**config.mk**
```make
export PLATFORM = sky130hd
export DESIGN_NAME = fetch_top
export DESIGN_NICKNAME = d
export VERILOG_FILES = /design/src/hw/fetch_pkg.sv /design/src/hw/hwloop_pkg.sv /design/src/hw/fetch_top.sv /design/src/hw/hwloop_regs.sv /design/src/hw/instr_fifo.sv /design/src/hw/prefetch_buffer.sv
export SDC_FILE = /design/constraint.sdc
export NUM_CORES = 1
export LEC_CHECK = 0
export ABC_AREA = 0
export BUFFER_PORTS_ARGS = -buffer_cell sky130_fd_sc_hd__buf_2
export CORE_MARGIN = 2
export CORE_UTILIZATION = 52
export CTS_CLUSTER_DIAMETER = 60
export DETAILED_ROUTE_END_ITERATION = 10
export HOLD_SLACK_MARGIN = 0.06
export PLACE_DENSITY_LB_ADDON = 0.15
export SYNTH_ARGS = -nofsm -noshare
export SYNTH_HDL_FRONTEND = slang
export SYNTH_HIERARCHICAL = 1
export SYNTH_SLANG_ARGS = --single-unit
```
**constraint.sdc**
```tcl
create_clock -name clk -period 7.6 [get_ports clk]
set_input_delay 2.28 -clock clk [delete_from_list [all_inputs] [get_ports clk]]
set_output_delay 2.28 -clock clk [all_outputs]
set_load 0.02 [all_outputs]
```
**src/hw/fetch_pkg.sv**
```systemverilog
////////////////////////////////////////////////////////////////////////////
// fetch types
// memory request/response and instruction stream structs shared by the
// prefetch buffer, the instruction FIFO and the fetch top level
////////////////////////////////////////////////////////////////////////////

package fetch_pkg;

  // byte address, fetch is always word aligned
  typedef logic [31:0] instr_addr_t;

  // one 32-bit instruction word
  typedef logic [31:0] instr_data_t;

  // toward instruction memory
  typedef struct packed {
    logic        req;
    instr_addr_t addr;
  } imem_req_t;

  // from instruction memory
  // exactly one rvalid per granted request, in order
  typedef struct packed {
    logic        gnt;
    logic        rvalid;
    instr_data_t rdata;
    // access error, only meaningful together with rvalid
    logic        err;
  } imem_rsp_t;

  // toward the consumer (decode), taken on valid && ready
  typedef struct packed {
    logic        valid;
    instr_data_t rdata;
  } fetch_out_t;

endpackage

```
**src/hw/hwloop_pkg.sv**
```systemverilog
////////////////////////////////////////////////////////////////////////////
// hardware loop types
// loop configuration and iteration count for the single hardware loop
////////////////////////////////////////////////////////////////////////////

package hwloop_pkg;

  localparam int unsigned HWLP_CNT_W = 16;

  typedef logic [HWLP_CNT_W-1:0] hwlp_count_t;

  typedef struct packed {
    fetch_pkg::instr_addr_t start_addr;
    fetch_pkg::instr_addr_t end_addr;
    hwlp_count_t            count;
  } hwlp_cfg_t;

  // one write loads start, end and count together
  typedef struct packed {
    logic      we;
    hwlp_cfg_t cfg;
  } hwlp_cfg_wr_t;

endpackage

```
**src/hw/fetch_top.sv**
```systemverilog
////////////////////////////////////////////////////////////////////////////
// fetch front end
// prefetch buffer with its instruction FIFO plus the hardware loop block
////////////////////////////////////////////////////////////////////////////

`timescale 1ns/1ns

module fetch_top #(
  parameter int unsigned FIFO_DEPTH = 2
) (
  input  logic                     clk,
  input  logic                     rst_n,
  input  logic                     req_i,
  input  logic                     branch_i,
  input  fetch_pkg::instr_addr_t   addr_i,
  input  logic                     ready_i,
  output fetch_pkg::fetch_out_t    out_o,
  output fetch_pkg::imem_req_t     imem_req_o,
  input  fetch_pkg::imem_rsp_t     imem_rsp_i,
  input  hwloop_pkg::hwlp_cfg_wr_t cfg_wr_i,
  output logic                     fetch_failed_o,
  output logic                     busy_o,
  output hwloop_pkg::hwlp_count_t  hwlp_count_o
);
  import fetch_pkg::*;

  logic        accept, hwlp_branch;
  instr_addr_t hwlp_target;

  // instruction taken by the consumer
  assign accept = out_o.valid & ready_i;

  prefetch_buffer #(
    .FIFO_DEPTH (FIFO_DEPTH)
  ) i_prefetch_buffer (
    .clk            (clk),
    .rst_n          (rst_n),
    .req_i          (req_i),
    .branch_i       (branch_i),
    .addr_i         (addr_i),
    .hwlp_branch_i  (hwlp_branch),
    .hwlp_target_i  (hwlp_target),
    .ready_i        (ready_i),
    .out_o          (out_o),
    .imem_req_o     (imem_req_o),
    .imem_rsp_i     (imem_rsp_i),
    .fetch_failed_o (fetch_failed_o),
    .busy_o         (busy_o)
  );

  hwloop_regs i_hwloop_regs (
    .clk           (clk),
    .rst_n         (rst_n),
    .cfg_wr_i      (cfg_wr_i),
    .branch_i      (branch_i),
    .branch_addr_i (addr_i),
    .accept_i      (accept),
    .hwlp_branch_o (hwlp_branch),
    .hwlp_target_o (hwlp_target),
    .count_o       (hwlp_count_o)
  );

endmodule

```
**src/hw/hwloop_regs.sv**
```systemverilog
////////////////////////////////////////////////////////////////////////////
// hardware loop registers
// one loop: holds start, end and count, tracks the address of the next
// accepted instruction and pulses a loop branch at the loop end
////////////////////////////////////////////////////////////////////////////

`timescale 1ns/1ns

module hwloop_regs (
  input  logic                     clk,
  input  logic                     rst_n,
  input  hwloop_pkg::hwlp_cfg_wr_t cfg_wr_i,
  input  logic                     branch_i,
  input  fetch_pkg::instr_addr_t   branch_addr_i,
  input  logic                     accept_i,
  output logic                     hwlp_branch_o,
  output fetch_pkg::instr_addr_t   hwlp_target_o,
  output hwloop_pkg::hwlp_count_t  count_o
);
  import fetch_pkg::*;
  import hwloop_pkg::*;

  hwlp_cfg_t   cfg_q;
  instr_addr_t pc_q;
  logic        end_hit;

  // accepted instruction sits at the loop end
  assign end_hit = accept_i & (pc_q == cfg_q.end_addr);

  // last pass falls through, so count 1 only decrements
  assign hwlp_branch_o = end_hit & (cfg_q.count > hwlp_count_t'(1));
  assign hwlp_target_o = cfg_q.start_addr;
  assign count_o       = cfg_q.count;

  // configuration, a write takes effect the next cycle
  always_ff @(posedge clk or negedge rst_n) begin
    if (!rst_n) begin
      cfg_q <= '0;
    end else if (cfg_wr_i.we) begin
      cfg_q <= cfg_wr_i.cfg;
    end else if (end_hit && cfg_q.count != '0) begin
      cfg_q.count <= cfg_q.count - hwlp_count_t'(1);
    end
  end

  // address of the next instruction the consumer will take
  // follows the same redirects as the prefetch buffer
  always_ff @(posedge clk or negedge rst_n) begin
    if (!rst_n) begin
      pc_q <= '0;
    end else if (branch_i) begin
      pc_q <= branch_addr_i;
    end else if (hwlp_branch_o) begin
      pc_q <= cfg_q.start_addr;
    end else if (accept_i) begin
      pc_q <= pc_q + 32'd4;
    end
  end

endmodule

```
**src/hw/instr_fifo.sv**
```systemverilog
////////////////////////////////////////////////////////////////////////////
// instruction FIFO
// circular buffer of instruction words with flush and usage count,
// head entry shown on data_o without fall-through
////////////////////////////////////////////////////////////////////////////

`timescale 1ns/1ns

module instr_fifo #(
  parameter int unsigned FIFO_DEPTH = 2
) (
  input  logic                             clk,
  input  logic                             rst_n,
  input  logic                             flush_i,
  input  logic                             push_i,
  input  logic                             pop_i,
  input  fetch_pkg::instr_data_t           data_i,
  output fetch_pkg::instr_data_t           data_o,
  output logic                             empty_o,
  output logic                             full_o,
  output logic [$clog2(FIFO_DEPTH+1)-1:0]  usage_o
);
  import fetch_pkg::*;

  localparam int unsigned PTR_W = $clog2(FIFO_DEPTH);
  localparam int unsigned CNT_W = $clog2(FIFO_DEPTH + 1);

  instr_data_t      mem_q [FIFO_DEPTH];
  logic [PTR_W-1:0] rd_ptr_q, wr_ptr_q;
  logic [CNT_W-1:0] cnt_q;
  logic             do_push, do_pop;

  // wrap explicitly, depth need not be a power of two
  function automatic logic [PTR_W-1:0] ptr_inc(input logic [PTR_W-1:0] ptr);
    return (ptr == PTR_W'(FIFO_DEPTH - 1)) ? '0 : ptr + 1'b1;
  endfunction

  assign empty_o = (cnt_q == '0);
  assign full_o  = (cnt_q == CNT_W'(FIFO_DEPTH));
  assign usage_o = cnt_q;
  assign data_o  = mem_q[rd_ptr_q];

  // overflow and underflow requests are dropped
  assign do_push = push_i & ~full_o;
  assign do_pop  = pop_i & ~empty_o;

  always_ff @(posedge clk or negedge rst_n) begin
    if (!rst_n) begin
      rd_ptr_q <= '0;
      wr_ptr_q <= '0;
      cnt_q    <= '0;
    end else if (flush_i) begin
      // flush wins over a push in the same cycle
      rd_ptr_q <= '0;
      wr_ptr_q <= '0;
      cnt_q    <= '0;
    end else begin
      if (do_push) wr_ptr_q <= ptr_inc(wr_ptr_q);
      if (do_pop)  rd_ptr_q <= ptr_inc(rd_ptr_q);
      if (do_push && !do_pop) begin
        cnt_q <= cnt_q + 1'b1;
      end else if (do_pop && !do_push) begin
        cnt_q <= cnt_q - 1'b1;
      end
    end
  end

  // storage
  always_ff @(posedge clk) begin
    if (do_push && !flush_i) mem_q[wr_ptr_q] <= data_i;
  end

endmodule

```
**src/hw/prefetch_buffer.sv**
```systemverilog
////////////////////////////////////////////////////////////////////////////
// prefetch buffer
// issues word fetches over req/gnt/rvalid, rides out branch and loop
// aborts, stops on access errors and queues words in a short FIFO
////////////////////////////////////////////////////////////////////////////

`timescale 1ns/1ns

module prefetch_buffer #(
  parameter int unsigned FIFO_DEPTH = 2
) (
  input  logic                   clk,
  input  logic                   rst_n,
  input  logic                   req_i,
  input  logic                   branch_i,
  input  fetch_pkg::instr_addr_t addr_i,
  input  logic                   hwlp_branch_i,
  input  fetch_pkg::instr_addr_t hwlp_target_i,
  input  logic                   ready_i,
  output fetch_pkg::fetch_out_t  out_o,
  output fetch_pkg::imem_req_t   imem_req_o,
  input  fetch_pkg::imem_rsp_t   imem_rsp_i,
  output logic                   fetch_failed_o,
  output logic                   busy_o
);
  import fetch_pkg::*;

  localparam int unsigned USAGE_W = $clog2(FIFO_DEPTH + 1);

  typedef enum logic [2:0] {
    IDLE, WAIT_GNT, WAIT_RVALID, WAIT_ABORTED, WAIT_JUMP,
    WAIT_GNT_HWLOOP, WAIT_RVALID_HWLOOP, WAIT_ABORTED_HWLOOP
  } fetch_state_e;

  fetch_state_e       state_q, state_d;
  instr_addr_t        addr_q, fetch_addr, redir_addr, hwlp_target_q;
  logic               addr_valid, save_target;
  logic               start_fetch, out_valid, pass_valid;
  logic               fifo_push, fifo_pop, fifo_flush;
  logic               fifo_empty, fifo_full, fifo_valid, fifo_ready;
  logic [USAGE_W-1:0] fifo_usage;
  instr_data_t        fifo_rdata;

  assign busy_o = (state_q != IDLE) | imem_req_o.req;

  // next sequential word after the last issued address
  assign fetch_addr = {addr_q[31:2], 2'b00} + 32'd4;
  // a branch beats a loop jump, both beat sequential fetch
  assign redir_addr = branch_i      ? addr_i        :
                      hwlp_branch_i ? hwlp_target_i : fetch_addr;

  // keep one slot free per outstanding request, so no word is lost
  assign fifo_ready  = ~fifo_full & (fifo_usage < USAGE_W'(FIFO_DEPTH - 1));
  assign start_fetch = branch_i | hwlp_branch_i | (req_i & fifo_ready);

  ////////////////////////////////////////////////////////////////////////////
  // fetch FSM
  ////////////////////////////////////////////////////////////////////////////

  always_comb begin
    imem_req_o     = '{req: 1'b0, addr: fetch_addr};
    state_d        = state_q;
    addr_valid     = 1'b0;
    save_target    = 1'b0;
    fifo_push      = 1'b0;
    fetch_failed_o = 1'b0;
    // everything queued behind an accepted loop end is stale too
    fifo_flush     = branch_i | hwlp_branch_i;

    unique case (state_q)
      // nothing outstanding
      IDLE: begin
        imem_req_o.addr = redir_addr;
        if (start_fetch) begin
          imem_req_o.req = 1'b1;
          addr_valid     = 1'b1;
          state_d        = imem_rsp_i.gnt ? WAIT_RVALID : WAIT_GNT;
        end
      end

      // stopped after an access error, only a redirect restarts fetching
      WAIT_JUMP: begin
        imem_req_o.addr = redir_addr;
        fetch_failed_o  = ~out_valid & ~branch_i;
        if (branch_i || hwlp_branch_i) begin
          imem_req_o.req = 1'b1;
          addr_valid     = 1'b1;
          state_d        = imem_rsp_i.gnt ? WAIT_RVALID : WAIT_GNT;
        end
      end

      // request held until granted, a branch may still retarget it
      WAIT_GNT: begin
        imem_req_o.req  = 1'b1;
        imem_req_o.addr = addr_q;
        if (branch_i) begin
          imem_req_o.addr = addr_i;
          addr_valid      = 1'b1;
        end
        if (hwlp_branch_i && !branch_i) begin
          // pending word lies past the loop end, drop it when it returns
          save_target = 1'b1;
          state_d     = imem_rsp_i.gnt ? WAIT_RVALID_HWLOOP : WAIT_GNT_HWLOOP;
        end else if (imem_rsp_i.gnt) begin
          state_d = WAIT_RVALID;
        end
      end

      WAIT_GNT_HWLOOP: begin
        imem_req_o.req  = 1'b1;
        imem_req_o.addr = addr_q;
        if (branch_i) begin
          imem_req_o.addr = addr_i;
          addr_valid      = 1'b1;
          state_d         = imem_rsp_i.gnt ? WAIT_RVALID : WAIT_GNT;
        end else if (imem_rsp_i.gnt) begin
          state_d = WAIT_RVALID_HWLOOP;
        end
      end

      // one word in flight, next request goes out with its rvalid
      WAIT_RVALID: begin
        imem_req_o.addr = redir_addr;
        if (imem_rsp_i.rvalid) begin
          // store unless it goes straight to the consumer
          fifo_push = ~imem_rsp_i.err & (fifo_valid | ~ready_i);
          if (imem_rsp_i.err && !branch_i && !hwlp_branch_i) begin
            state_d = WAIT_JUMP;
          end else if (start_fetch) begin
            imem_req_o.req = 1'b1;
            addr_valid     = 1'b1;
            state_d        = imem_rsp_i.gnt ? WAIT_RVALID : WAIT_GNT;
          end else begin
            state_d = IDLE;
          end
        end else if (branch_i) begin
          // remember the target, swallow the pending word first
          addr_valid = 1'b1;
          state_d    = WAIT_ABORTED;
        end else if (hwlp_branch_i) begin
          // loop end came from the FIFO, so the word in flight is past it
          save_target = 1'b1;
          state_d     = WAIT_ABORTED_HWLOOP;
        end
      end

      // pending word is stale, request the branch target once it arrives
      WAIT_ABORTED: begin
        imem_req_o.addr = addr_q;
        if (branch_i) begin
          imem_req_o.addr = addr_i;
          addr_valid      = 1'b1;
        end
        if (imem_rsp_i.rvalid) begin
          imem_req_o.req = 1'b1;
          addr_valid     = 1'b1;
          state_d        = imem_rsp_i.gnt ? WAIT_RVALID : WAIT_GNT;
        end
      end

      // same job as WAIT_ABORTED toward the saved loop start,
      // the two states differ only in how they were entered
      WAIT_RVALID_HWLOOP, WAIT_ABORTED_HWLOOP: begin
        imem_req_o.addr = branch_i ? addr_i : hwlp_target_q;
        if (imem_rsp_i.rvalid) begin
          imem_req_o.req = 1'b1;
          addr_valid     = 1'b1;
          state_d        = imem_rsp_i.gnt ? WAIT_RVALID : WAIT_GNT;
        end else if (branch_i) begin
          addr_valid = 1'b1;
          state_d    = WAIT_ABORTED;
        end
      end

      default: state_d = IDLE;
    endcase
  end

  always_ff @(posedge clk or negedge rst_n) begin
    if (!rst_n) begin
      state_q <= IDLE;
      addr_q  <= '0;
    end else begin
      state_q <= state_d;
      if (addr_valid) addr_q <= imem_req_o.addr;
    end
  end

  always_ff @(posedge clk) begin
    if (save_target) hwlp_target_q <= hwlp_target_i;
  end

  ////////////////////////////////////////////////////////////////////////////
  // instruction queue and output
  ////////////////////////////////////////////////////////////////////////////

  instr_fifo #(
    .FIFO_DEPTH (FIFO_DEPTH)
  ) i_instr_fifo (
    .clk     (clk),
    .rst_n   (rst_n),
    .flush_i (fifo_flush),
    .push_i  (fifo_push),
    .pop_i   (fifo_pop),
    .data_i  (imem_rsp_i.rdata),
    .data_o  (fifo_rdata),
    .empty_o (fifo_empty),
    .full_o  (fifo_full),
    .usage_o (fifo_usage)
  );

  assign fifo_valid = ~fifo_empty;
  // fresh word bypasses the empty FIFO, never in an aborted state
  assign pass_valid = (state_q == WAIT_RVALID) & imem_rsp_i.rvalid & ~imem_rsp_i.err;
  // nothing is offered in a branch cycle, all of it is stale
  assign out_valid  = ~branch_i & (fifo_valid | pass_valid);
  assign fifo_pop   = fifo_valid & ready_i;

  assign out_o = '{valid: out_valid, rdata: fifo_valid ? fifo_rdata : imem_rsp_i.rdata};

endmodule

```
Word level (Yosys, flattened, before mapping)

Memory sizes are Yosys's and may differ from the RTL's.
Cells that the tools add are included.

Bits in registers: 183
RAM bits: 64
Memories: 1

Add/sub/neg operators: 7
Order comparisons: 2
Eq/ne operators: 16
Muxes and demuxes: 56
Bitwise gates (word level): 24
Reduce and logical (&&, ||, !) cells: 26

Memories:

| name                                 | words | width | read ports | clocked after Yosys merged registers in | write ports | RTL line         | source |
|---|---|---|---|---|---|---|---|
| i_prefetch_buffer.i_instr_fifo.mem_q | 2     | 32    | 1          | 0                                       | 1           | instr_fifo.sv:28 | `instr_data_t mem_q [FIFO_DEPTH];` |

Operator list:

| operator                                             | number |
|---|---|
| 2-to-1 mux 32 bit                                    | 8 |
| case mux 33 bit (6 select lines)                     | 1 |
| adder 32 x 3 -> 32 bit (second input constant)       | 2 |
| 2-to-1 mux 3 bit                                     | 14 |
| equality test 32 bit                                 | 1 |
| 2-to-1 mux 16 bit                                    | 2 |
| 2-to-1 mux 1 bit                                     | 23 |
| case mux 3 bit (7 select lines)                      | 1 |
| > comparator 16 x 1 -> 1 bit (second input constant) | 1 |
| nonzero test 16 bit                                  | 1 |
| subtractor 16 x 1 -> 16 bit (second input constant)  | 1 |
| AND 1 bit                                            | 13 |
| equality test 3 bit (second input constant)          | 4 |
| 2-to-1 mux 2 bit                                     | 5 |
| nonzero test 3 bit                                   | 3 |
| logical AND 1 bit                                    | 7 |
| AND reduction 7 bit                                  | 1 |
| equality test 3 x 2 -> 1 bit (second input constant) | 2 |
| inequality test 3 bit (second input constant)        | 2 |
| NOT 1 bit                                            | 6 |
| nonzero test 2 bit                                   | 3 |
| zero test 1 bit                                      | 5 |
| OR 1 bit                                             | 5 |
| case mux 1 bit (5 select lines)                      | 1 |
| other kinds (16)                                     | 19 |

Depth between registers and ports, before layout

Gate-level depths: netlist (run 1).

Word-level depth: 15
Gate-level depth with buffers: 20
Mapped depth without buffers: 16

Cells and area by module

The synthesis (run 1) kept the hierarchy.

Modules (own cells, without submodules):

| module          | instances | cells each | area an instance (um2) | sequential area each (um2) |
|---|---|---|---|---|
| hwloop_regs     | 1         | 622        | 6510.0                 | 2802.7 |
| prefetch_buffer | 1         | 577        | 5316.3                 | 1836.8 |
| instr_fifo      | 1         | 125        | 2521.2                 | 2021.9 |
| fetch_top       | 1         | 1          | 6.3                    | 0.0 |

Worst setup path after synthesis (run 1)

OpenSTA, ideal clock, no wires.

Kind: input to output
Start point: in branch_i
End point: out imem_req_o[27] (netlist name)
Arrival: 6016 ps
Data required time: 5320 ps
Slack: -696 ps
Cell stages on the path: 20
Buffers on the path: 7
Cells stage by stage: buf_2 > buf_1 > clkbuf_1 > a21oi_1 > buf_4 > and2_1 > inv_1 > a221o_1 > nor3_4 > o2111ai_2 > buf_2 > inv_1 > buf_2 > nor2_2 > inv_1 > clkbuf_1 > nor3_1 > nand4b_1 > o2111ai_1 > o21ai_0

RTL lines:

| element         | RTL line        | source |
|---|---|---|
| start, declared | fetch_top.sv:14 | `input logic branch_i,` |
| end, declared   | fetch_top.sv:18 | `output fetch_pkg::imem_req_t imem_req_o,` |

==> results of run 1 <==
-- logic make-up after synthesis --
family | after synthesis | synth area share (%)
simple gates | 369 | 15.04
compound gates | 273 | 12.82
flops | 247 | 46.41
mux | 194 | 14.92
buf+inv | 167 | 6.128
xor+xnor | 71 | 4.332
fa+ha+maj | 4 | 0.3487
-- metal layers --
metal  part of all wire, %  track usage (%)
met5                     0                0
met3                   6.5            3.674
met1                    44            37.87
met2                    46            43.57
met4                   3.4            9.625
-- worst min-delay path by stage --
stage,startpoint,to,slack (ns),depth (start not counted)
4_1_cts,i_prefetch_buffer/addr_q[0],i_prefetch_buffer/addr_q[0],0.49,1
3_3_place_gp,i_prefetch_buffer/addr_q[0],i_prefetch_buffer/addr_q[0],0.47,1
6_report,i_prefetch_buffer/addr_q[0],i_prefetch_buffer/addr_q[0],0.49,1
5_1_grt,i_prefetch_buffer/addr_q[0],i_prefetch_buffer/addr_q[0],0.52,1
2_1_floorplan,i_prefetch_buffer/addr_q[0],i_prefetch_buffer/addr_q[0],0.46,1
3_5_place_dp,i_prefetch_buffer/addr_q[0],i_prefetch_buffer/addr_q[0],0.48,1
-- power by group through the flow --
stage	Clock (mW)	Sequential (mW)	Combinational, mW
2_1_floorplan	0	1.70	1.19
3_3_place_gp	0	1.82	1.49
3_5_place_dp	0	1.82	1.52
4_1_cts	1.53	1.80	1.52
5_1_grt	1.59	1.83	1.67
6_report	1.51	1.80	1.54
-- cell type report --
type	count	area share, %
Sequential cell	247	40.11
Multi-Input combinational cell	911	41.53
Inverter	31	0.7007
Clock buffer	33	4.649
Timing Repair Buffer	268	8.793
Tap cell	341	2.569
Antenna cell	1	0.01507
Clock inverter	20	1.627
-- critical path, cell delays in order --
cell                        delay [ns]
sky130_fd_sc_hd__buf_2            0.09
sky130_fd_sc_hd__and3_1           0.17
sky130_fd_sc_hd__nand2_1          0.10
sky130_fd_sc_hd__a21oi_2          0.16
sky130_fd_sc_hd__and2_4           0.19
sky130_fd_sc_hd__inv_1            0.06
sky130_fd_sc_hd__a221o_1          0.33
sky130_fd_sc_hd__nor3_4           0.24
sky130_fd_sc_hd__o2111ai_4        0.16
sky130_fd_sc_hd__inv_1            0.14
sky130_fd_sc_hd__buf_12           0.18
sky130_fd_sc_hd__nand2b_1         0.09
sky130_fd_sc_hd__o21ai_1          0.21
sky130_fd_sc_hd__o22ai_1          0.12
sky130_fd_sc_hd__o32a_1           0.40
sky130_fd_sc_hd__buf_2            0.17
-- timing repair --
item	4_1_cts	5_1_grt
endpoints found under the setup margin	0	10
buffers inserted	0	1
gates resized for setup	0	6
-- registers in the layout, indices dropped and copies added (netlist names) --
| signal | cells |
|---|---|
| i_prefetch_buffer/addr_q | 32 |
| i_hwloop_regs/pc_q | 32 |
| i_prefetch_buffer/hwlp_target_q | 32 |
| i_hwloop_regs/cfg_q | 32 |
| i_hwloop_regs/count_o | 16 |
| i_prefetch_buffer/i_instr_fifo/wr_ptr_q | 1 |
| i_prefetch_buffer/state_q | 3 |
| i_prefetch_buffer/i_instr_fifo/rd_ptr_q | 1 |
| i_hwloop_regs/hwlp_target_o | 32 |
| i_prefetch_buffer/i_instr_fifo/usage_o | 2 |
| i_prefetch_buffer/i_instr_fifo/mem_q | 64 |
-- synth_stat cells, drive strengths merged, types with 4 or more instances --
cell and n:
mux2 157, o31a 12, and4 10, and3 18
a21o 4, a211oi 9, mux2i 37, nor2b 14
o21ai 77, o22ai 4, or2 7, edfxtp 96
ha 4, nor3 23, a31oi 21, clkbuf 38
a221oi 7, o31ai 21, nor3b 32, nand4 32
buf 98, dfrtp 151, inv 30, xor2 20
xnor2 51, nor4 21, o221ai 5, and2 4
nand3 43, nor2 50, nand2b 24, o21a 5
or4 9, a21oi 53, or3 9, o211ai 11
nand2 64
-- per-stage QoR --
step | util [%] | power (mW) | setup WS [ns]
after CTS | 61.38 | 4.857 | 0.07321
after global placement | 57.52 | 3.311 | 0.1517
after global routing | 61.44 | 5.091 | 0.005357
after floorplan | - | 2.889 | -0.05584
after detailed placement | 57.52 | 3.338 | 0.08258
final | 61.44 | 4.852 | 0.2194
==> metrics.log, run 1 <==
[metrics] outcome: finished clean
[metrics] storage element area: 6661 um^2
[metrics] worst-path fanout max: 22
[metrics] Die ar.: 28950 um^2
[metrics] Total Nets Final: 1645
[metrics] maximum level of the CTS H-tree: 1
[metrics] post-DP HPWL: 28220 um
[metrics] area fraction of the dominant cell type after synthesis: 26.32%
[metrics] power density of the placed cells: 292.2 nW/um^2
[metrics] clock sink count: 247
[metrics] leading cell types by total area after synthesis: sky130_fd_sc_hd__dfrtp_1 (26%), sky130_fd_sc_hd__edfxtp_1 (20%), sky130_fd_sc_hd__mux2_2 (11%)
[metrics] Post-Layout Inst Area: 16610 um^2
[metrics] DP Area: 15540 um^2
[metrics] max-cap violations: 0
[metrics] total via count in the routed design: 11460
[metrics] total grt overflow: 0
[metrics] average via count per standard cell: 6.187
[metrics] Rel. slew slack: 17.10%
[metrics] syn avg cell area: 10.83 um^2
[metrics] Clk network pwr share: 31.1%
[metrics] Critical Path End Type: output pin
[metrics] number of endpoints failing setup at the final stage: 0
[metrics] number of register bits inferred by synthesis: 247
[metrics] leakage power figure: 6.667 nW
[metrics] final standard cell count with taps included and fillers excluded: 1852
[metrics] Setup TNS: 0 ns
[metrics] min cycle time layout: 7.381 ns
[metrics] final WL: 40370 um
[metrics] sequential share of power: 37.2%
[metrics] wire length per cell: 21.80 um
[metrics] Clock Path Buffers: 3
[metrics] capturing point of the worst reg2reg path: i_prefetch_buffer/addr_q[13]
[metrics] r2r startpoint: i_prefetch_buffer/state_q[0]
[metrics] relative contribution of combinational cells to total power: 31.7%
[metrics] clock slew seen by the registers of the worst setup and hold paths: 0.06 ns
[metrics] path depth of the worst reg2reg path: 17
[metrics] top achievable clock speed: 135.5 MHz
[metrics] ANT nets after route: 0
[metrics] count of input and output buffers: 236
[metrics] Hold/Removal Path Class: reg2reg
[metrics] number of hold buffers added after cts: 0
[metrics] standard cell core area: 27030 um^2
[metrics] flop-to-flop setup slack: 3.47 ns
[metrics] post-synth design cell area: 14350 um^2
[metrics] total nets after synthesis: 1482
[metrics] startpoint types: primary input
[metrics] RSZ-0062 raised after global routing: false
[metrics] first-pass GRT wire length: 61480 um
[metrics] standard-cell row count: 60
[metrics] ports placed on the boundary: 237
[metrics] via count of the first global-routing pass: 10990
[metrics] worst skew pair latency: 0.55 ns
[metrics] arrival time of data at the critical path endpoint: 5.10 ns
[metrics] first element of the critical path: imem_rsp_i[33]
[metrics] placed insts: 1797
[metrics] width of the die: 170.1 um
[metrics] clock tree from TritonCTS: yes
[metrics] final cycle utilization of the critical path: 97.11%
[metrics] number of flops mapped to enable cells by yosys: 96
[metrics] share of cells above drive strength 1: 32.85%
[metrics] end of the critical path: imem_req_o[13]
[metrics] antenna violations before repair: 0
[metrics] maximum clock skew at final layout: 0.01958 ns
[metrics] highest ir drop seen on vdd: 0.2517 mV
[metrics] sequential element share of the synthesized area: 46.41%
[metrics] pin slew with the least headroom to its limit: 1.232 ns
[metrics] largest area contributor in the synthesized netlist: sky130_fd_sc_hd__dfrtp_1
[metrics] number of pins exceeding their max-slew limit in the final report: 0
[metrics] Async SR Flop Fraction: 61.13%
[metrics] 1st-pass router iterations: 5
[metrics] number of distinct library cells after synthesis: 93
[metrics] Ys Warns: 6
[metrics] count of routing violations after the opening detailed-route iteration: 859
[metrics] count of endpoints failing hold in the final timing report: 0
[metrics] instance count of the mapped netlist: 1325
[metrics] Die H: 170.1 um
[metrics] area of the multi-input gates: 6897 um^2
[metrics] leading cell types in the layout, fill and taps excluded: sky130_fd_sc_hd__buf_2 (232), sky130_fd_sc_hd__dfrtp_1 (151), sky130_fd_sc_hd__mux2_2 (134)
[metrics] drc violations: 0
[metrics] proportion of total power due to net switching: 35.94%
[metrics] CTS buffer count: 29
[metrics] largest net degree at the start of global routing: 104
[metrics] cell internal pwr: 3.108 mW
[metrics] global-route usage over all layers: 27.14%
[metrics] Root Driver: sky130_fd_sc_hd__clkbuf_16
[metrics] top flip-flop cell by instance count after synthesis: sky130_fd_sc_hd__dfrtp_1
[metrics] leading cell type in the layout, fill and taps excluded: sky130_fd_sc_hd__buf_2
[metrics] Area growth, synth to finish: 15.69%
[metrics] required arrival time at the worst endpoint: 5.32 ns
[metrics] worst setup path class: in2out
[metrics] placer congestion estimate: 0.9202
[metrics] starting density of the core: 53.11%
[metrics] power dissipated by switching net loads: 1.744 mW
[metrics] worst hold slack: 0.4868 ns
[metrics] layout filler cell count: 2281
Power figures use the tool's default switching activity.
==> run 2, diff against run 1 <==
--- a/config.mk
+++ b/config.mk
@@ -8,7 +8,7 @@
 export ABC_AREA = 0
 export BUFFER_PORTS_ARGS = -buffer_cell sky130_fd_sc_hd__buf_2
 export CORE_MARGIN = 2
-export CORE_UTILIZATION = 52
+export CORE_UTILIZATION = 61
 export CTS_CLUSTER_DIAMETER = 60
 export DETAILED_ROUTE_END_ITERATION = 10
 export HOLD_SLACK_MARGIN = 0.06
==> constraint.sdc (replaced) <==
create_clock -name clk -period 9 [get_ports clk]
set_input_delay 2.7 -clock clk [delete_from_list [all_inputs] [get_ports clk]]
set_output_delay 2.7 -clock clk [all_outputs]
set_load 0.02 [all_outputs]
==> metrics.log, run 2 (synthesis gave the netlist of run 1 again) <==
[metrics] outcome: finished clean
[metrics] DP Area: 15410 um^2 (-0.87%)
[metrics] total design power: 4.053 mW (-16%)
[metrics] wire length per cell: 21.98 um (+0.85%)
[metrics] maximum clock skew at final layout: 0.01595 ns (-0.003630 ns)
[metrics] metal3 WL: 3355 um (+28%)
[metrics] standard-cell row count: 56 (-6.7%)
[metrics] placer congestion estimate: 0.9335 (+1.4%)
[metrics] global-route usage over all layers: 31.28% (+4.1 points)
[metrics] power dissipated by switching net loads: 1.458 mW (-16%)
[metrics] Post-Layout Inst Area: 16430 um^2 (-1.1%)
[metrics] total grt overflow: 0 (unchanged)
[metrics] required arrival time at the worst endpoint: 6.30 ns (+0.98 ns)
[metrics] quantity of gates resized following cts: 0 (unchanged)
[metrics] clock sink count: 247 (unchanged)
[metrics] Total Nets Final: 1636 (-0.55%)
[metrics] Die ar.: 24770 um^2 (-14%)
[metrics] via count of the first global-routing pass: 10850 (-1.4%)
[metrics] max-cap violations: 0 (unchanged)
[metrics] highest ir drop seen on vdd: 0.2171 mV (-14%)
[metrics] standard cell core area: 23260 um^2 (-14%)
[metrics] count of endpoints failing hold in the final timing report: 0 (unchanged)
[metrics] largest net degree at the start of global routing: 108 (+3.8%)
[metrics] Post-Route M1 WL: 16430 um (-6.9%)
[metrics] top achievable clock speed: 114.3 MHz
[metrics] ANT nets after route: 0 (unchanged)
[metrics] RSZ-0062 raised after global routing: false
[metrics] Setup TNS: 0 ns (unchanged)
[metrics] CP most frequent cell: sky130_fd_sc_hd__buf_2
[metrics] worst setup path class: in2out
[metrics] register ranked first by flip-flop count: i_prefetch_buffer/i_instr_fifo/mem_q
[metrics] width of the die: 157.4 um (-7.5%)
[metrics] Buffers & Inverters on Critical Path: 4 (-1)
[metrics] Hold Crit Start: i_prefetch_buffer/addr_q[1]
[metrics] Root Driver: sky130_fd_sc_hd__clkbuf_16
[metrics] min cycle time layout: 8.748 ns
[metrics] met2 wire length: 18620 um (-0.60%)
[metrics] number of hold buffers added after cts: 0 (unchanged)
[metrics] buffers inserted during post-CTS setup optimization: 0 (unchanged)
[metrics] ports placed on the boundary: 237 (unchanged)
[metrics] first element of the critical path: imem_rsp_i[33]
[metrics] cell type of the slowest stage on the worst timing path: sky130_fd_sc_hd__nor2b_1
[metrics] Hold/Removal Path Class: reg2reg
[metrics] Rel. slew slack: 14.42% (-2.7 points)
[metrics] Die H: 157.4 um (-7.5%)
[metrics] sequential share of power: 37.6% (+0.4 points)
[metrics] startpoint types: primary input
[metrics] count of input and output buffers: 236 (unchanged)
[metrics] post-DP HPWL: 28030 um (-0.65%)
[metrics] number of endpoints failing setup at the final stage: 0 (unchanged)
[metrics] number of pins exceeding their max-slew limit in the final report: 0 (unchanged)
[metrics] CTS buffer count: 28 (-3.4%)
[metrics] 1st-pass router iterations: 6 (+1)
[metrics] placed insts: 1768 (-1.6%)
[metrics] max FFs per register: 64 (unchanged)
[metrics] first-pass GRT wire length: 59990 um (-2.4%)
[metrics] Area growth, synth to finish: 14.46%
[metrics] share of cells above drive strength 1: 31.98% (-0.87 points)
[metrics] Clk network pwr share: 30.7% (-0.4 points)
[metrics] critical path cell sequence: buf_2, and3_1, nand2_1, a21oi_1, and2_1, inv_1, a221o_1, nor3_4, o2111ai_4, inv_2, nor2b_1, a221oi_1, o31a_1, o21ai_0, buf_2
[metrics] leading cell type in the layout, fill and taps excluded: sky130_fd_sc_hd__buf_2
[metrics] DR top layer: met5
[metrics] proportion of total power due to net switching: 35.98% (+0.040 points)
[metrics] relative contribution of combinational cells to total power: 31.7% (about the same)
[metrics] r2r startpoint: i_prefetch_buffer/state_q[0]
[metrics] clock tree from TritonCTS: yes
[metrics] Clock Path Buffers: 3 (unchanged)
[metrics] final standard cell count with taps included and fillers excluded: 1824 (-1.5%)
[metrics] arrival time of data at the critical path endpoint: 6.05 ns (+0.95 ns)
[metrics] clock slew seen by the registers of the worst setup and hold paths: 0.06 ns (about the same)
[metrics] worst skew pair latency: 0.55 ns (about the same)
[metrics] total via count in the routed design: 11530 (+0.61%)
[metrics] starting density of the core: 61.70% (+8.6 points)
[metrics] max incr delay on CP: 0.49 ns (+0.09 ns)
[metrics] final WL: 40100 um (-0.67%)
[metrics] cell internal pwr: 2.595 mW (-17%)
[metrics] power density of the placed cells: 246.7 nW/um^2 (-16%)
[metrics] count of routing violations after the opening detailed-route iteration: 1199 (+40%)
[metrics] average via count per standard cell: 6.321 (+2.2%)
[metrics] pin slew with the least headroom to its limit: 1.284 ns (+0.05142 ns)
[metrics] final cycle utilization of the critical path: 97.20%
[metrics] leading cell types in the layout, fill and taps excluded: sky130_fd_sc_hd__buf_2 (234), sky130_fd_sc_hd__dfrtp_1 (151), sky130_fd_sc_hd__mux2_2 (134)
[metrics] antenna violations before repair: 5 (+5)
[metrics] layout filler cell count: 1774 (-22%)
[metrics] drc violations: 0 (unchanged)
[metrics] Critical Path End Type: output pin
[metrics] worst-path fanout max: 7 (-68%)
[metrics] family of cells with the greatest summed delay on the critical path: simple AND/OR/NAND/NOR gates
[metrics] maximum level of the CTS H-tree: 1 (unchanged)
[metrics] leakage power figure: 6.595 nW (-1.1%)
==> run 2: cell type report <==
cell class	count	area [um^2]	share of cell area, %
Sequential cell	247	6661	40.55
Multi-Input combinational cell	911	6863	41.77
Timing Repair Buffer	260	1370	8.339
Antenna cell	4	10.01	0.06092
Clock buffer	35	758.2	4.615
Inverter	31	116.4	0.7083
Tap cell	319	399.1	2.429
Clock inverter	17	251.5	1.531
==> run 2: final timing paths <==
kind / end / slack (ns) / cells after the start
max: imem_req_o[15] / 0.25 / 15
min: i_prefetch_buffer/addr_q[1] / 0.50 / 1
max reg2reg: i_prefetch_buffer/addr_q[14] / 4.26 / 17
min reg2reg: i_prefetch_buffer/addr_q[1] / 0.50 / 1
max in group asynchronous: i_prefetch_buffer/addr_q[0] / 5.38 / 2
min in group asynchronous: i_prefetch_buffer/addr_q[8] / 2.22 / 1
==> run 2: metrics by stage <==
step | setup WS (ns) | hold slack (ns) | utilization, %
floorplan | 0.01516 | 0.4589 | -
global placement | 0.3616 | 0.4693 | 66.24
detailed placement | 0.2593 | 0.4845 | 66.24
CTS | 0.2427 | 0.4971 | 70.58
global route | 0.07397 | 0.5214 | 70.59
finish | 0.2522 | 0.4979 | 70.63
==> run 2: power by group through the flow <==
stage                     Clock (mW)  Sequential, mW  Combinational, mW
after floorplan                    0            1.43              0.998
after global placement             0            1.54               1.24
after detailed placement           0            1.54               1.26
after CTS                       1.26            1.52               1.27
after global routing            1.31            1.54               1.38
final                           1.24            1.52               1.28
==> run 2: routing by layer <==
metal / global-route usage, % / vias up
li1: - / 5226
met1: 42.10 / 5608
met5: 0 / -
met3: 5.424 / 111
met2: 50.51 / 580
met4: 12.68 / 4
==> run 2: worst register-to-register path: stages, from the launching register on <==
cell	delay [ns]
sky130_fd_sc_hd__dfrtp_1	0.36
sky130_fd_sc_hd__buf_4	0.27
sky130_fd_sc_hd__inv_1	0.38
sky130_fd_sc_hd__and3_1	0.32
sky130_fd_sc_hd__nand2_1	0.10
sky130_fd_sc_hd__a21oi_1	0.19
sky130_fd_sc_hd__and2_1	0.28
sky130_fd_sc_hd__inv_1	0.10
sky130_fd_sc_hd__a221o_1	0.34
sky130_fd_sc_hd__nor3_4	0.25
sky130_fd_sc_hd__o2111ai_4	0.19
sky130_fd_sc_hd__inv_2	0.20
sky130_fd_sc_hd__buf_4	0.18
sky130_fd_sc_hd__nand2b_1	0.11
sky130_fd_sc_hd__a221oi_1	0.12
sky130_fd_sc_hd__a311oi_4	0.36
sky130_fd_sc_hd__buf_4	0.47
sky130_fd_sc_hd__mux2_1	0.39
==> run 3, diff against run 2 <==
--- a/config.mk
+++ b/config.mk
@@ -8,11 +8,12 @@
 export ABC_AREA = 0
 export BUFFER_PORTS_ARGS = -buffer_cell sky130_fd_sc_hd__buf_2
 export CORE_MARGIN = 2
-export CORE_UTILIZATION = 61
+export CORE_UTILIZATION = 45
 export CTS_CLUSTER_DIAMETER = 60
 export DETAILED_ROUTE_END_ITERATION = 10
 export HOLD_SLACK_MARGIN = 0.06
-export PLACE_DENSITY_LB_ADDON = 0.15
+export PLACE_DENSITY = 0.7
+export REMOVE_ABC_BUFFERS = 1
 export SYNTH_ARGS = -nofsm -noshare
 export SYNTH_HDL_FRONTEND = slang
 export SYNTH_HIERARCHICAL = 1
==> metrics.log, run 3 (synthesis gave the netlist of run 1 again) <==
[metrics] outcome: finished clean
[metrics] worst skew pair latency: 0.55 ns (about the same)
[metrics] DP Area: 15540 um^2 (+0.82%)
[metrics] via count of the first global-routing pass: 11100 (+2.4%)
[metrics] post-DP HPWL: 29330 um (+4.6%)
[metrics] first-pass GRT wire length: 64230 um (+7.1%)
[metrics] ANT nets after route: 0 (unchanged)
[metrics] starting density of the core: 45.61% (-16 points)
[metrics] maximum clock skew at final layout: 0.01653 ns (+0.0005823 ns)
[metrics] clock tree from TritonCTS: yes
[metrics] Root Driver: sky130_fd_sc_hd__clkbuf_16
[metrics] share of cells above drive strength 1: 31.60% (-0.38 points)
[metrics] Area growth, synth to finish: 14.56% (about the same)
[metrics] final WL: 41750 um (+4.1%)
[metrics] leading cell type in the layout, fill and taps excluded: sky130_fd_sc_hd__buf_2
[metrics] metal3 WL: 3249 um (-3.2%)
[metrics] antenna violations before repair: 7 (+2)
[metrics] top achievable clock speed: 115.3 MHz (+0.84%)
[metrics] arrival time of data at the critical path endpoint: 5.97 ns (-0.08 ns)
[metrics] Die ar.: 33340 um^2 (+35%)
[metrics] 1st-pass router iterations: 5 (-1)
[metrics] min cycle time layout: 8.675 ns (-0.07311 ns)
[metrics] total grt overflow: 0 (unchanged)
[metrics] leakage power figure: 6.545 nW (-0.77%)
[metrics] met2 wire length: 19360 um (+4.0%)
[metrics] Post-Layout Inst Area: 16440 um^2 (about the same)
[metrics] worst setup path class: in2out
[metrics] standard-cell row count: 65 (+16%)
[metrics] worst-path fanout max: 11 (+4)
[metrics] width of the die: 182.6 um (+16%)
[metrics] pin slew with the least headroom to its limit: 0.9550 ns (-0.3286 ns)
[metrics] clock slew seen by the registers of the worst setup and hold paths: 0.05 ns (about the same)
[metrics] count of routing violations after the opening detailed-route iteration: 898 (-25%)
[metrics] total via count in the routed design: 11430 (-0.84%)
[metrics] largest net degree at the start of global routing: 124 (+15%)
[metrics] highest ir drop seen on vdd: 0.1810 mV (-17%)
[metrics] clock sink count: 247 (unchanged)
[metrics] RSZ-0062 raised after global routing: false
[metrics] count of input and output buffers: 236 (unchanged)
[metrics] startpoint types: primary input
[metrics] global-route usage over all layers: 24.41% (-6.9 points)
[metrics] ports placed on the boundary: 237 (unchanged)
[metrics] DR top layer: met5
[metrics] placer congestion estimate: 0.9175 (-1.7%)
[metrics] count of endpoints failing hold in the final timing report: 0 (unchanged)
[metrics] Critical Path End Type: output pin
[metrics] max FFs per register: 64 (unchanged)
[metrics] register ranked first by flip-flop count: i_prefetch_buffer/i_instr_fifo/mem_q
[metrics] total design power: 3.925 mW (-3.1%)
[metrics] buffers inserted during post-CTS setup optimization: 0 (unchanged)
[metrics] leading cell types in the layout, fill and taps excluded: sky130_fd_sc_hd__buf_2 (233), sky130_fd_sc_hd__dfrtp_1 (151), sky130_fd_sc_hd__mux2_2 (134)
[metrics] power density of the placed cells: 238.7 nW/um^2 (-3.2%)
[metrics] average via count per standard cell: 5.992 (-5.2%)
[metrics] required arrival time at the worst endpoint: 6.30 ns (about the same)
[metrics] Hold/Removal Path Class: reg2reg
[metrics] max-cap violations: 0 (unchanged)
[metrics] final cycle utilization of the critical path: 96.39% (-0.81 points)
[metrics] CTS buffer count: 29 (+3.6%)
[metrics] number of endpoints failing setup at the final stage: 0 (unchanged)
[metrics] flop-to-flop setup slack: 4.45 ns (+0.19 ns)
[metrics] number of hold buffers added after cts: 0 (unchanged)
[metrics] worst hold slack: 0.4873 ns (-0.01054 ns)
[metrics] Setup TNS: 0 ns (unchanged)
[metrics] Clock Path Buffers: 3 (unchanged)
[metrics] wire length per cell: 21.88 um (-0.46%)
[metrics] maximum level of the CTS H-tree: 1 (unchanged)
[metrics] Total Nets Final: 1638 (+0.12%)
[metrics] standard cell core area: 31470 um^2 (+35%)
[metrics] Post-Route M1 WL: 17840 um (+8.6%)
[metrics] drc violations: 0 (unchanged)
[metrics] number of pins exceeding their max-slew limit in the final report: 0 (unchanged)
[metrics] Die H: 182.6 um (+16%)
[metrics] Rel. slew slack: 35.74% (+21 points)
## run 3: cell count changes in the layout (fill, tap and decap cells not counted), moves of 2 or more
cell                        previous run  this run
sky130_fd_sc_hd__bufinv_16             6         1
sky130_fd_sc_hd__clkbuf_1              5        15
sky130_fd_sc_hd__clkinv_1              3         1
sky130_fd_sc_hd__inv_6                 2         0
sky130_fd_sc_hd__o21ai_0              38        40
sky130_fd_sc_hd__o21ai_1              39        37
## run 3: routing by layer
layer | vias up | track usage (%)
met1 | 5627 | 33.53
li1 | 5230 | -
met2 | 482 | 39.09
met4 | 8 | 7.613
met3 | 85 | 4.789
met5 | - | 0
## run 3: cell type report
type	instances	area, um^2
Antenna cell	3	7.507
Clock buffer	47	834.6
Clock inverter	6	61.31
Fill cell	2793	15030
Inverter	31	120.1
Multi-Input combinational cell	911	6863
Sequential cell	247	6661
Tap cell	402	503.0
Timing Repair Buffer	261	1393
## run 3: what timing repair did
action | 4_1_cts | 5_1_grt
setup endpoints to repair | 0 | 10
gates resized for setup | 0 | 2
endpoints found under the hold margin | 0 | 0
## run 3: per-stage QoR
step | util, % | std cells | setup slack [ns]
2_1_floorplan | - | 1189 | -1.593
3_3_place_gp | 49.36 | 1852 | 0.2393
3_5_place_dp | 49.36 | 1852 | 0.06613
4_1_cts | 52.21 | 1905 | 0.05450
5_1_grt | 52.23 | 1906 | 0.05512
6_report | 52.24 | 1908 | 0.3253
## run 3: path summary, 6_finish.rpt
path                                                    from                      endpoint  depth (start not counted)
worst max-delay path                          imem_rsp_i[33]                imem_req_o[22]                         17
worst min-delay path             i_prefetch_buffer/addr_q[1]   i_prefetch_buffer/addr_q[1]                          1
worst max register to register  i_prefetch_buffer/state_q[2]  i_prefetch_buffer/addr_q[24]                         17
worst min register to register   i_prefetch_buffer/addr_q[1]   i_prefetch_buffer/addr_q[1]                          1
max in group asynchronous                              rst_n      i_hwloop_regs/count_o[7]                          2
min in group asynchronous                              rst_n        i_hwloop_regs/pc_q[13]                          1
## run 3: power breakdown
group / total (mW) / switching [mW] / leakage (nW) / internal (mW)
logic: 1.29 / 0.773 / 3.46 / 0.515
clock network: 1.11 / 0.455 / 0.432 / 0.658
registers: 1.52 / 0.214 / 2.65 / 1.31
total: 3.93 / 1.44 / 6.54 / 2.48
## run 3: critical path, stage by stage
cell and delay (ns):
sky130_fd_sc_hd__buf_2 0.15, sky130_fd_sc_hd__and3_1 0.27, sky130_fd_sc_hd__nand2_1 0.12, sky130_fd_sc_hd__a21oi_1 0.18, sky130_fd_sc_hd__and2_1 0.21, sky130_fd_sc_hd__inv_1 0.12, sky130_fd_sc_hd__a221o_1 0.35, sky130_fd_sc_hd__nor3_4 0.25
sky130_fd_sc_hd__o2111ai_4 0.17, sky130_fd_sc_hd__clkinvlp_4 0.27, sky130_fd_sc_hd__nor2_2 0.16, sky130_fd_sc_hd__inv_2 0.21, sky130_fd_sc_hd__buf_4 0.19, sky130_fd_sc_hd__nor3_1 0.06, sky130_fd_sc_hd__a32oi_1 0.20, sky130_fd_sc_hd__o21a_1 0.16
sky130_fd_sc_hd__buf_2 0.18
